### src/hdl/camera_consts.svh
`ifndef CAMERA_CONSTS_SVH
`define CAMERA_CONSTS_SVH

// one byte per pixel-clock edge from the sensor
`define CAMERA_BYTE_W 8

// two bytes make one rgb565 pixel
`define CAMERA_PIXEL_W 16

// phrase handed to the memory writer
`define CAMERA_PHRASE_PIXELS 8
`define CAMERA_PHRASE_W 128

// coordinate counters
`define CAMERA_HCOUNT_W 13
`define CAMERA_VCOUNT_W 12

// probe measurement word
`define CAMERA_STAT_W 32

// cycles between periodic probe latches
`define CAMERA_TICK_CYCLES 2048

`endif

### src/hdl/camera_pkg.sv
`include "camera_consts.svh"

package camera_pkg;

   // byte view, in arrival order from the camera
   typedef struct packed {
      logic [`CAMERA_BYTE_W-1:0] hi;
      logic [`CAMERA_BYTE_W-1:0] lo;
   } pixel_bytes_t;

   // rgb565 view of the same word
   typedef struct packed {
      logic [4:0] red;
      logic [5:0] green;
      logic [4:0] blue;
   } pixel_rgb_t;

   typedef union packed {
      pixel_bytes_t bytes;
      pixel_rgb_t   rgb;
   } pixel_t;

   // probe measurement select, driven from two switches
   typedef enum logic [1:0] {
      sel_coord       = 2'b00,
      sel_frame_bytes = 2'b01,
      sel_frame_lines = 2'b10,
      sel_line_bytes  = 2'b11
   } stat_sel_t;

endpackage

### src/hdl/camera_capture.sv
`include "camera_consts.svh"

module camera_capture (
   input  logic                      clk_camera,
   input  logic                      rst_in,
   input  logic [`CAMERA_BYTE_W-1:0] cam_data,
   input  logic                      cam_pclk,
   input  logic                      cam_hsync,
   input  logic                      cam_vsync,
   output logic                      hsync,
   output logic                      vsync,
   output logic                      byte_valid,
   output logic                      pixel_valid,
   output camera_pkg::pixel_t        pixel
);

   // two-flop synchronizer stages for the camera pins
   logic [`CAMERA_BYTE_W-1:0] data_s0;
   logic [`CAMERA_BYTE_W-1:0] data_s1;
   logic                      pclk_s0;
   logic                      pclk_s1;
   logic                      hs_s0;
   logic                      hs_s1;
   logic                      vs_s0;
   logic                      vs_s1;

   logic pclk_prev;
   logic pclk_rise;
   logic byte_take;

   // low on the first byte of a pixel, high on the second
   logic phase;

   always_ff @(posedge clk_camera) begin
      data_s0 <= cam_data;
      pclk_s0 <= cam_pclk;
      hs_s0   <= cam_hsync;
      vs_s0   <= cam_vsync;
      data_s1 <= data_s0;
      pclk_s1 <= pclk_s0;
      hs_s1   <= hs_s0;
      vs_s1   <= vs_s0;
   end

   assign pclk_rise = pclk_s1 && !pclk_prev;

   // bytes only count inside the active part of a line
   assign byte_take = pclk_rise && hs_s1;

   always_ff @(posedge clk_camera) begin
      if (rst_in) begin
         pclk_prev   <= 1'b0;
         phase       <= 1'b0;
         byte_valid  <= 1'b0;
         pixel_valid <= 1'b0;
         hsync       <= 1'b0;
         vsync       <= 1'b0;
      end else begin
         pclk_prev   <= pclk_s1;
         hsync       <= hs_s1;
         vsync       <= vs_s1;
         byte_valid  <= byte_take;
         pixel_valid <= byte_take && phase;
         if (!hs_s1) begin
            phase <= 1'b0;
         end else if (pclk_rise) begin
            phase <= !phase;
         end
      end
   end

   // first byte of a pair fills the high half
   always_ff @(posedge clk_camera) begin
      if (byte_take) begin
         if (phase) begin
            pixel.bytes.lo <= data_s1;
         end else begin
            pixel.bytes.hi <= data_s1;
         end
      end
   end

endmodule

### src/hdl/camera_coord.sv
`include "camera_consts.svh"

module camera_coord (
   input  logic                        clk_camera,
   input  logic                        rst_in,
   input  logic                        pixel_valid,
   input  logic                        hsync,
   input  logic                        vsync,
   input  camera_pkg::pixel_t          pixel,
   output logic                        coord_valid,
   output camera_pkg::pixel_t          coord_pixel,
   output logic [`CAMERA_HCOUNT_W-1:0] hcount,
   output logic [`CAMERA_VCOUNT_W-1:0] vcount
);

   // position the next pixel will take
   logic [`CAMERA_HCOUNT_W-1:0] col;
   logic [`CAMERA_VCOUNT_W-1:0] row;

   logic hsync_prev;
   logic hsync_fall;

   assign hsync_fall = hsync_prev && !hsync;

   always_ff @(posedge clk_camera) begin
      if (rst_in) begin
         coord_valid <= 1'b0;
         hsync_prev  <= 1'b0;
         col         <= '0;
         row         <= '0;
         hcount      <= '0;
         vcount      <= '0;
      end else begin
         coord_valid <= pixel_valid;
         hsync_prev  <= hsync;
         if (vsync) begin
            // frame blanking holds everything at the origin
            col    <= '0;
            row    <= '0;
            hcount <= '0;
            vcount <= '0;
         end else if (hsync_fall) begin
            col    <= '0;
            row    <= row + 1'b1;
            hcount <= '0;
            vcount <= row + 1'b1;
         end else if (pixel_valid) begin
            col    <= col + 1'b1;
            hcount <= col;
            vcount <= row;
         end
      end
   end

   // pixel travels with its coordinates
   always_ff @(posedge clk_camera) begin
      if (pixel_valid) begin
         coord_pixel <= pixel;
      end
   end

endmodule

### src/hdl/camera_top.sv
`include "camera_consts.svh"

module camera_top (
   input  logic                        clk_camera,
   input  logic                        rst_in,
   input  logic [`CAMERA_BYTE_W-1:0]   cam_data,
   input  logic                        cam_pclk,
   input  logic                        cam_hsync,
   input  logic                        cam_vsync,
   input  logic                        phrase_ready,
   input  camera_pkg::stat_sel_t       stat_sel,
   input  logic                        refresh,
   output logic                        phrase_valid,
   output logic [`CAMERA_PHRASE_W-1:0] phrase_data,
   output logic [`CAMERA_STAT_W-1:0]   display,
   output logic                        stale,
   output logic                        heartbeat
);

   // capture outputs
   logic               hsync;
   logic               vsync;
   logic               byte_valid;
   logic               pixel_valid;
   camera_pkg::pixel_t pixel;

   // coordinate stage outputs
   logic                        coord_valid;
   camera_pkg::pixel_t          coord_pixel;
   logic [`CAMERA_HCOUNT_W-1:0] hcount;
   logic [`CAMERA_VCOUNT_W-1:0] vcount;

   camera_capture u_camera_capture (
      .clk_camera  (clk_camera),
      .rst_in      (rst_in),
      .cam_data    (cam_data),
      .cam_pclk    (cam_pclk),
      .cam_hsync   (cam_hsync),
      .cam_vsync   (cam_vsync),
      .hsync       (hsync),
      .vsync       (vsync),
      .byte_valid  (byte_valid),
      .pixel_valid (pixel_valid),
      .pixel       (pixel)
   );

   camera_coord u_camera_coord (
      .clk_camera  (clk_camera),
      .rst_in      (rst_in),
      .pixel_valid (pixel_valid),
      .hsync       (hsync),
      .vsync       (vsync),
      .pixel       (pixel),
      .coord_valid (coord_valid),
      .coord_pixel (coord_pixel),
      .hcount      (hcount),
      .vcount      (vcount)
   );

   phrase_builder u_phrase_builder (
      .clk_camera   (clk_camera),
      .rst_in       (rst_in),
      .coord_valid  (coord_valid),
      .coord_pixel  (coord_pixel),
      .phrase_ready (phrase_ready),
      .phrase_valid (phrase_valid),
      .phrase_data  (phrase_data)
   );

   frame_stats u_frame_stats (
      .clk_camera  (clk_camera),
      .rst_in      (rst_in),
      .byte_valid  (byte_valid),
      .hsync       (hsync),
      .vsync       (vsync),
      .hcount      (hcount),
      .vcount      (vcount),
      .coord_pixel (coord_pixel),
      .stat_sel    (stat_sel),
      .refresh     (refresh),
      .display     (display),
      .stale       (stale),
      .heartbeat   (heartbeat)
   );

endmodule

### src/hdl/frame_stats.sv
`include "camera_consts.svh"

module frame_stats (
   input  logic                        clk_camera,
   input  logic                        rst_in,
   input  logic                        byte_valid,
   input  logic                        hsync,
   input  logic                        vsync,
   input  logic [`CAMERA_HCOUNT_W-1:0] hcount,
   input  logic [`CAMERA_VCOUNT_W-1:0] vcount,
   input  camera_pkg::pixel_t          coord_pixel,
   input  camera_pkg::stat_sel_t       stat_sel,
   input  logic                        refresh,
   output logic [`CAMERA_STAT_W-1:0]   display,
   output logic                        stale,
   output logic                        heartbeat
);

   localparam int TICK_W = $clog2(`CAMERA_TICK_CYCLES);
   localparam logic [TICK_W-1:0] TICK_LAST = TICK_W'(`CAMERA_TICK_CYCLES - 1);
   localparam int HALF_W = `CAMERA_STAT_W / 2;
   localparam int V_PAD = HALF_W - `CAMERA_VCOUNT_W;
   localparam int H_PAD = HALF_W - `CAMERA_HCOUNT_W;

   logic hsync_prev;
   logic vsync_prev;
   logic hsync_fall;
   logic vsync_rise;

   // running counters
   logic [`CAMERA_STAT_W-1:0] frame_byte_cnt;
   logic [`CAMERA_STAT_W-1:0] frame_line_cnt;
   logic [`CAMERA_STAT_W-1:0] line_byte_cnt;

   // captured measurements
   logic [`CAMERA_STAT_W-1:0] frame_bytes;
   logic [`CAMERA_STAT_W-1:0] frame_lines;
   logic [`CAMERA_STAT_W-1:0] line_bytes;
   logic [`CAMERA_STAT_W-1:0] coord_word;
   logic [`CAMERA_STAT_W-1:0] live;

   logic [TICK_W-1:0] tick_cnt;
   logic              tick;

   assign hsync_fall = hsync_prev && !hsync;
   assign vsync_rise = vsync && !vsync_prev;

   always_ff @(posedge clk_camera) begin
      if (rst_in) begin
         hsync_prev     <= 1'b0;
         vsync_prev     <= 1'b0;
         frame_byte_cnt <= '0;
         frame_line_cnt <= '0;
         line_byte_cnt  <= '0;
         frame_bytes    <= '0;
         frame_lines    <= '0;
         line_bytes     <= '0;
      end else begin
         hsync_prev <= hsync;
         vsync_prev <= vsync;
         if (vsync_rise) begin
            // count anything landing on the edge cycle itself
            frame_bytes    <= frame_byte_cnt + `CAMERA_STAT_W'(byte_valid);
            frame_lines    <= frame_line_cnt + `CAMERA_STAT_W'(hsync_fall);
            frame_byte_cnt <= '0;
            frame_line_cnt <= '0;
         end else begin
            if (byte_valid) begin
               frame_byte_cnt <= frame_byte_cnt + 1'b1;
            end
            if (hsync_fall) begin
               frame_line_cnt <= frame_line_cnt + 1'b1;
            end
         end
         if (hsync_fall) begin
            line_bytes    <= line_byte_cnt;
            line_byte_cnt <= '0;
         end else if (byte_valid) begin
            line_byte_cnt <= line_byte_cnt + 1'b1;
         end
      end
   end

   // free-running tick, first one a full period after reset
   always_ff @(posedge clk_camera) begin
      if (rst_in) begin
         tick_cnt <= '0;
      end else begin
         tick_cnt <= tick_cnt + 1'b1;
      end
   end

   assign tick = (tick_cnt == TICK_LAST);

   // row and column in the halves, spare bits tag the pixel colour
   assign coord_word = {coord_pixel.rgb.red[V_PAD-1:0], vcount,
                        coord_pixel.rgb.blue[H_PAD-1:0], hcount};

   always_comb begin
      case (stat_sel)
         camera_pkg::sel_coord:       live = coord_word;
         camera_pkg::sel_frame_bytes: live = frame_bytes;
         camera_pkg::sel_frame_lines: live = frame_lines;
         default:                     live = line_bytes;
      endcase
   end

   always_ff @(posedge clk_camera) begin
      if (rst_in) begin
         display   <= '0;
         stale     <= 1'b0;
         heartbeat <= 1'b0;
      end else if (tick || refresh) begin
         display   <= live;
         heartbeat <= !heartbeat;
         stale     <= 1'b0;
      end else if (display != live) begin
         stale <= 1'b1;
      end
   end

endmodule

### src/hdl/phrase_builder.sv
`include "camera_consts.svh"

module phrase_builder (
   input  logic                        clk_camera,
   input  logic                        rst_in,
   input  logic                        coord_valid,
   input  camera_pkg::pixel_t          coord_pixel,
   input  logic                        phrase_ready,
   output logic                        phrase_valid,
   output logic [`CAMERA_PHRASE_W-1:0] phrase_data
);

   localparam int SLOT_W = $clog2(`CAMERA_PHRASE_PIXELS);
   localparam logic [SLOT_W-1:0] LAST_SLOT = SLOT_W'(`CAMERA_PHRASE_PIXELS - 1);

   logic [SLOT_W-1:0]           slot;
   logic [`CAMERA_PHRASE_W-1:0] shreg;
   logic                        accept;

   // camera cannot stall, so pixels arriving while a phrase is held are lost
   assign accept = coord_valid && !phrase_valid;

   always_ff @(posedge clk_camera) begin
      if (rst_in) begin
         slot         <= '0;
         phrase_valid <= 1'b0;
      end else begin
         if (accept) begin
            slot <= slot + 1'b1;
            if (slot == LAST_SLOT) begin
               slot         <= '0;
               phrase_valid <= 1'b1;
            end
         end else if (phrase_valid && phrase_ready) begin
            phrase_valid <= 1'b0;
         end
      end
   end

   // new pixel enters at the top, so the first of a group ends up in the lowest bits
   always_ff @(posedge clk_camera) begin
      if (accept) begin
         shreg <= {coord_pixel, shreg[`CAMERA_PHRASE_W-1:`CAMERA_PIXEL_W]};
      end
   end

   // register only shifts while no phrase is held, so it stays stable until transfer
   assign phrase_data = shreg;

endmodule

### config.mk
export PLATFORM = sky130hd
export DESIGN_NAME = camera_top
export DESIGN_NICKNAME = d
export VERILOG_FILES = /design/src/hdl/camera_pkg.sv /design/src/hdl/camera_capture.sv /design/src/hdl/camera_coord.sv /design/src/hdl/camera_top.sv /design/src/hdl/frame_stats.sv /design/src/hdl/phrase_builder.sv
export VERILOG_INCLUDE_DIRS = /design/src /design/src/hdl
export SDC_FILE = /design/constraint.sdc
export NUM_CORES = 1
export LEC_CHECK = 0
export BUFFER_PORTS_ARGS = -buffer_cell sky130_fd_sc_hd__buf_4
export CORE_MARGIN = 1
export CORE_UTILIZATION = 59
export CTS_CLUSTER_SIZE = 25
export DETAILED_ROUTE_END_ITERATION = 7
export PLACE_DENSITY = 0.86
export SLEW_MARGIN = 15
export SYNTH_ARGS = -nofsm -noshare
export SYNTH_HDL_FRONTEND = slang
export SYNTH_SLANG_ARGS = --single-unit
### constraint.sdc
create_clock -name clk_camera -period 5.8 [get_ports clk_camera]
set_input_delay 0.29 -clock clk_camera [delete_from_list [all_inputs] [get_ports clk_camera]]
set_output_delay 0.29 -clock clk_camera [all_outputs]
set_load 0.02 [all_outputs]
Word level (Yosys, flattened, before mapping). Cells that the tools add are included.

Mux-type cells: 7. Equality and inequality tests: 6. Add/subtract/negate cells: 9. Bitwise logic cells: 2. Reduce and logical (&&, ||, !) cells: 26.

Operator list (count): 32-bit by 1-bit adder with 32-bit output (second input constant) (3); 32-bit one-hot mux with 3 select lines (1); 32-bit by 1-bit adder with 32-bit output (2); 32-bit != test (1); 12-bit 2-to-1 mux (2); 13-bit by 1-bit adder with 13-bit output (second input constant) (1); 12-bit by 1-bit adder with 12-bit output (second input constant) (1); 11-bit by 1-bit adder with 11-bit output (second input constant) (1); 11-bit == test (second input constant) (1); 2-bit OR reduction (5); 1-bit logical AND (7); 1-bit logical NOT (6); 2-bit AND reduction (3); 2-bit nonzero test (2); 3-bit by 1-bit adder with 3-bit output (second input constant) (1); 3-bit == test (second input constant) (1); 1-bit 2-to-1 mux (3); 3-bit 2-to-1 mux (1); 3-bit OR reduction (1); 2-bit by 1-bit == test with 1-bit output (second input constant) (1); 2-bit == test (second input constant) (1); 2-bit logical NOT (1); 2-bit != test (second input constant) (1); 1-bit inverter (2); 1-bit logical OR (1).

Logic and storage cells: 87. Flip-flop bits (word level): 482. Output and inout bits: 163.

Logic depth before layout (Yosys ltp).
Depth after elaboration: 4. Mapped depth: 11.

By module. A second synthesis with hierarchy kept.

Cells, all modules: 1763. Area, all modules: 19039.5 um2.

By module, submodules not included: frame_stats (cells an instance 1327, area an instance 11339.6 um2, times used 1, seq. area each 4784.6 um2); phrase_builder (cells an instance 147, area an instance 4045.1 um2, times used 1, seq. area each 3923.8 um2); camera_coord (cells an instance 233, area an instance 2517.4 um2, times used 1, seq. area each 1521.5 um2); camera_capture (cells an instance 56, area an instance 1137.3 um2, times used 1, seq. area each 1041.0 um2).

Least setup slack after synthesis. No wires, ideal clock.

Kind: flip-flop to flip-flop. From: register u_phrase_builder.phrase_valid. To: register u_phrase_builder.slot[0]. Stages on the path, launching flop included: 5. Path slack: 1.089 ns. Arrival: 4.583 ns. Period minus slack after synthesis: 4.711 ns. Buffers on the path: 1. Data required time: 5.671 ns. Cell sequence: dfxtp_1 nor2b_1 clkbuf_1 mux2i_1 nor2_1.

Word-level cells in the longest chain between the ends: 2.

Ends and longest elaborated chain: start, declared (line phrase_builder.sv:9) `output logic phrase_valid,`; start signal, assigned (line phrase_builder.sv:26) `phrase_valid <= 1'b0;`; start signal, assigned (line phrase_builder.sv:32) `phrase_valid <= 1'b1;`; start signal, assigned (line phrase_builder.sv:35) `phrase_valid <= 1'b0;`; 1-bit logical NOT (line phrase_builder.sv:21) `assign accept = coord_valid && !phrase_valid;`; 1-bit logical AND (line phrase_builder.sv:21); net u_phrase_builder.accept (line phrase_builder.sv:18) `logic accept;`; end signal, assigned (line phrase_builder.sv:29) `slot <= slot + 1'b1;`; end, declared (line phrase_builder.sv:16) `logic [SLOT_W-1:0] slot;`.

The timed path passes the listed nets, and every way through them passes these cells. A chain may end at the register's enable or synchronous reset.

Worst setup path in the final report.
From: register u_camera_capture.hsync. To: register u_frame_stats.frame_lines[28].

Word-level cells in the longest chain between the ends: 3.

Ends and longest elaborated chain: start, declared (line camera_capture.sv:10) `output logic hsync,`; start signal, assigned (line camera_capture.sv:60) `hsync <= hs_s1;`; 1-bit logical NOT (line frame_stats.sv:45) `assign hsync_fall = hsync_prev && !hsync;`; 1-bit logical AND; 32-bit by 1-bit adder with 32-bit output (line frame_stats.sv:64) `` frame_lines <= frame_line_cnt + `CAMERA_STAT_W'(hsync_fall); ``; end signal, assigned (line frame_stats.sv:64); end, declared (line frame_stats.sv:37) `` logic [`CAMERA_STAT_W-1:0] frame_lines; ``.

Every way passes these cells.

==> impl_metrics.yaml <==
finish:
  drive_gt1_frac: 0.161
  fill_cells: 2103
  nNetsFinal: 1926
  n_antenna_cell: 0
  multiInputGateArea_um2: 7190
  ff_latch_area_um2: 11300
  area_growth_syn_to_layout_pct: 16.8
  final_util: 0.700
timing:
  worstMarginPinSlew_ns: 0.972
  grt_setup_unrepaired: "false"
  fmax_mhz: 335
  fin_crit_sh: 0.515
  drv_slew: 0
  fin_skew_ns: 0.0337
  period_needed_ns: 2.99
  hold_violations: 0
  relSlewSlack: 0.346
  finalSetupTns_ns: 0
  finalSetupViolCount: 0
cts:
  cts_buffer_depth: 3
  clock_sinks: 482
  cts_hold_buf: 11
  htreeDepth: 2
  clk_pin_slew_ns: 0.06
  cts_tree: "done"
  cts_resized: 0
  cts_root_buffer: "clkbuf_16"
  clock_latency_ns: 0.56
  numCtsBuffers: 47
  cts_setup_buffers: 0
critical_path:
  required_ns: 6.26
  cp-end-kind: "flip-flop"
  worst-r2r-setup-slack_ns: 2.81
  reg2reg_depth: 10
  arrival_ns: 3.45
  critPathKind: "flip-flop to flip-flop"
  r2r_end: "u_frame_stats.frame_lines[28]"
  critPathMaxFanout: 43
  rr_startpoint: "u_camera_capture.hsync"
  crit_path_start_kind: "flip-flop"
grt:
  antenna_found_initial: 1
  track_usage: 0.278
  grt_pass1_vias: 13200
  grt_max_degree: 106
  grt_pass1_wl_um: 71800
  grt.overflow.total: 0
route:
  wl_per_cell_um: 19.6
  top_layer: "met5"
  drt-met1-wl_um: 18500
  wl_met2_um: 22400
  drt_iter0_drc: 1229
  finalWirelength_um: 45900
  dr.pass1.iters: 7
  vias_per_cell: 5.86
  drc_errors: 0
  route.met3.wl_um: 3450
  num_vias: 13700
  antenna_left: 0
min_path:
  min_from: "phrase_ready"
  holdPathStages: 3
  min_to: "u_phrase_builder.phrase_valid"
  min_path_type: "primary input to flip-flop"
synthesis:
  synth-async-reset-ratio: 0
  yosysTopAreaCell: "dfxtp_1"
  syn_nets: 1779
  synth-seq-cells: 482
  ys_types: 46
  ys_seq_area_frac: 0.596
  synth_top_area_share: 0.342
  synth_edf_count: 160
  synthCells: 1750
  netlist_area_um2: 18900
  synth_flop_cell: "dfxtp_1"
  synth_area_leaders: "dfxtp_1 (34%), edfxtp_1 (25%), xor2_1 (5.1%)"
  syn_area_per_cell_um2: 10.8
  yosysWarningCount: 0
placement:
  place.gp.congestion: 0.898
  io_buffers: 179
  hpwl_um: 30500
die:
  io_pins: 180
  dieArea_um2: 32700
  die_w_um: 181
  core_um2: 31500
  num_rows: 65
  initial_utilization: 0.599
  die_y_um: 181
job:
  cap_violations: 0
power:
  peakVddDrop_mv: 0.230
  p_leak_nw: 7.69
  power.density_nw_per_um2: 310
outcome:
  status: "finished, final reports clean"
-- final cells by class --
class                      count  area share
timing repair buffer         202      0.0701
clock buffer                  64      0.0604
inverter                       6     0.00102
multi-input combinational   1158       0.326
sequential                   482       0.511
tap                          402      0.0228
clock inverter                23     0.00891
-- Yosys cell counts (all sizes together) (2+ instances only) --
library cell	n
a211oi	62
a21oi	91
a221oi	3
a311oi	7
a31oi	2
and2	5
and3	27
and4	8
buf	25
clkbuf	79
dfxtp	322
edfxtp	160
ha	12
inv	6
mux2	8
mux2i	29
mux4	25
nand2	231
nand2b	6
nand3	51
nand4	42
nor2	244
nor2b	13
nor3	18
nor3b	4
nor4	14
o211ai	5
o21ai	19
or2	5
or3	21
or4	2
xnor2	87
xor2	109
-- layer usage --
metal | global-route usage | vias to the layer above
met1 | 0.360 | 6600
met5 | 0 | -
met4 | 0.106 | 2
met2 | 0.469 | 609
li1 | - | 6377
met3 | 0.0460 | 111
-- worst max-delay path, cell delays in order, from the launching register on --
cell and delay, ns:
dfxtp_1 0.32, nand2b_1 0.13, buf_4 0.28, inv_1 0.14, ha_1 0.18, ha_1 0.18, nand3_1 0.22, nor3_1 0.61
nand2_1 0.20, or3_1 0.38, a311oi_1 0.26
-- flip-flops by register name (all words and copies together), names as in the netlist, 12 cells and up --
name and cells:
u_camera_coord.row 12, u_frame_stats.line_byte_cnt 32, u_frame_stats.display 32, u_frame_stats.frame_lines 32, u_camera_coord.col 13, u_frame_stats.frame_byte_cnt 32
u_frame_stats.frame_line_cnt 32, u_camera_capture.pixel 16, u_camera_coord.coord_pixel 16, u_camera_coord.hcount 13, u_frame_stats.line_bytes 32, u_frame_stats.frame_bytes 32
u_phrase_builder.phrase_data 128, u_camera_coord.vcount 12
-- where the power goes --
part / total [W] / switching, W / internal (W)
Combinational: 0.000263 / 0.000162 / 0.000101
Sequential: 0.00358 / 0.0000537 / 0.00352
Clock: 0.00300 / 0.00129 / 0.00171
-- cell usage in the layout (no fill, tap or decap), types with 3 or more instances in the layout --
cell             n
o211ai_1         5
a21oi_1         90
a311oi_1         7
nand2_1        231
clkinv_2        12
nand4_1         42
a211oi_1        62
buf_4          191
ha_1            12
xor2_1         109
mux4_1           6
nor2b_1         11
and4_1           8
mux2_2           8
nand3_1         51
o21ai_0         19
dlygate4sd3_1   11
mux2i_1         29
nor4_1           8
nor3_1          18
inv_1            6
edfxtp_1       160
clkbuf_8         7
mux4_2          19
nand2b_1         5
or3_1           21
xnor2_1         87
nor3b_1          4
a221oi_1         3
nor4_2           6
or2_2            5
and3_1          27
clkbuf_16       48
dfxtp_1        321
clkinvlp_4       4
and2_1           5
nor2_1         244
clkbuf_1         9
-- cell families after synthesis --
group,after synthesis,synth area share
compound gates,194,0.0634
xor+xnor,196,0.0910
fa+ha+maj,12,0.00796
buf+inv,110,0.0238
flops,482,0.596
mux,62,0.0512
simple gates,694,0.166
-- worst max-delay path by stage --
stage / from / to / slack (ns) / cells past startpoint
2_1_floorplan: u_phrase_builder.phrase_valid / u_phrase_builder.slot[0] / 1.09 / 4
3_3_place_gp: stat_sel[1] / u_frame_stats.stale / 3.00 / 7
3_5_place_dp: u_camera_capture.hsync / u_frame_stats.frame_lines[28] / 2.92 / 10
4_1_cts: u_camera_capture.hsync / u_frame_stats.frame_lines[28] / 2.85 / 10
5_1_grt: u_camera_capture.hsync / u_frame_stats.frame_lines[28] / 2.55 / 10
6_report: u_camera_capture.hsync / u_frame_stats.frame_lines[28] / 2.81 / 10
-- stage by stage --
stage	setup slack (ns)	hold WS (ns)	instance area, µm²	cells	power [W]
detailed placement	2.92	0.314	20400	2239	0.00390
global route	2.55	0.0427	22000	2337	0.00702
finish	2.81	0.0569	22000	2337	0.00684
CTS	2.85	0.0449	22000	2337	0.00685
global placement	3.00	0.312	20400	2239	0.00389
floorplan	1.09	0.310	18900	1750	0.00381
(Power assumes the default switching activity.)
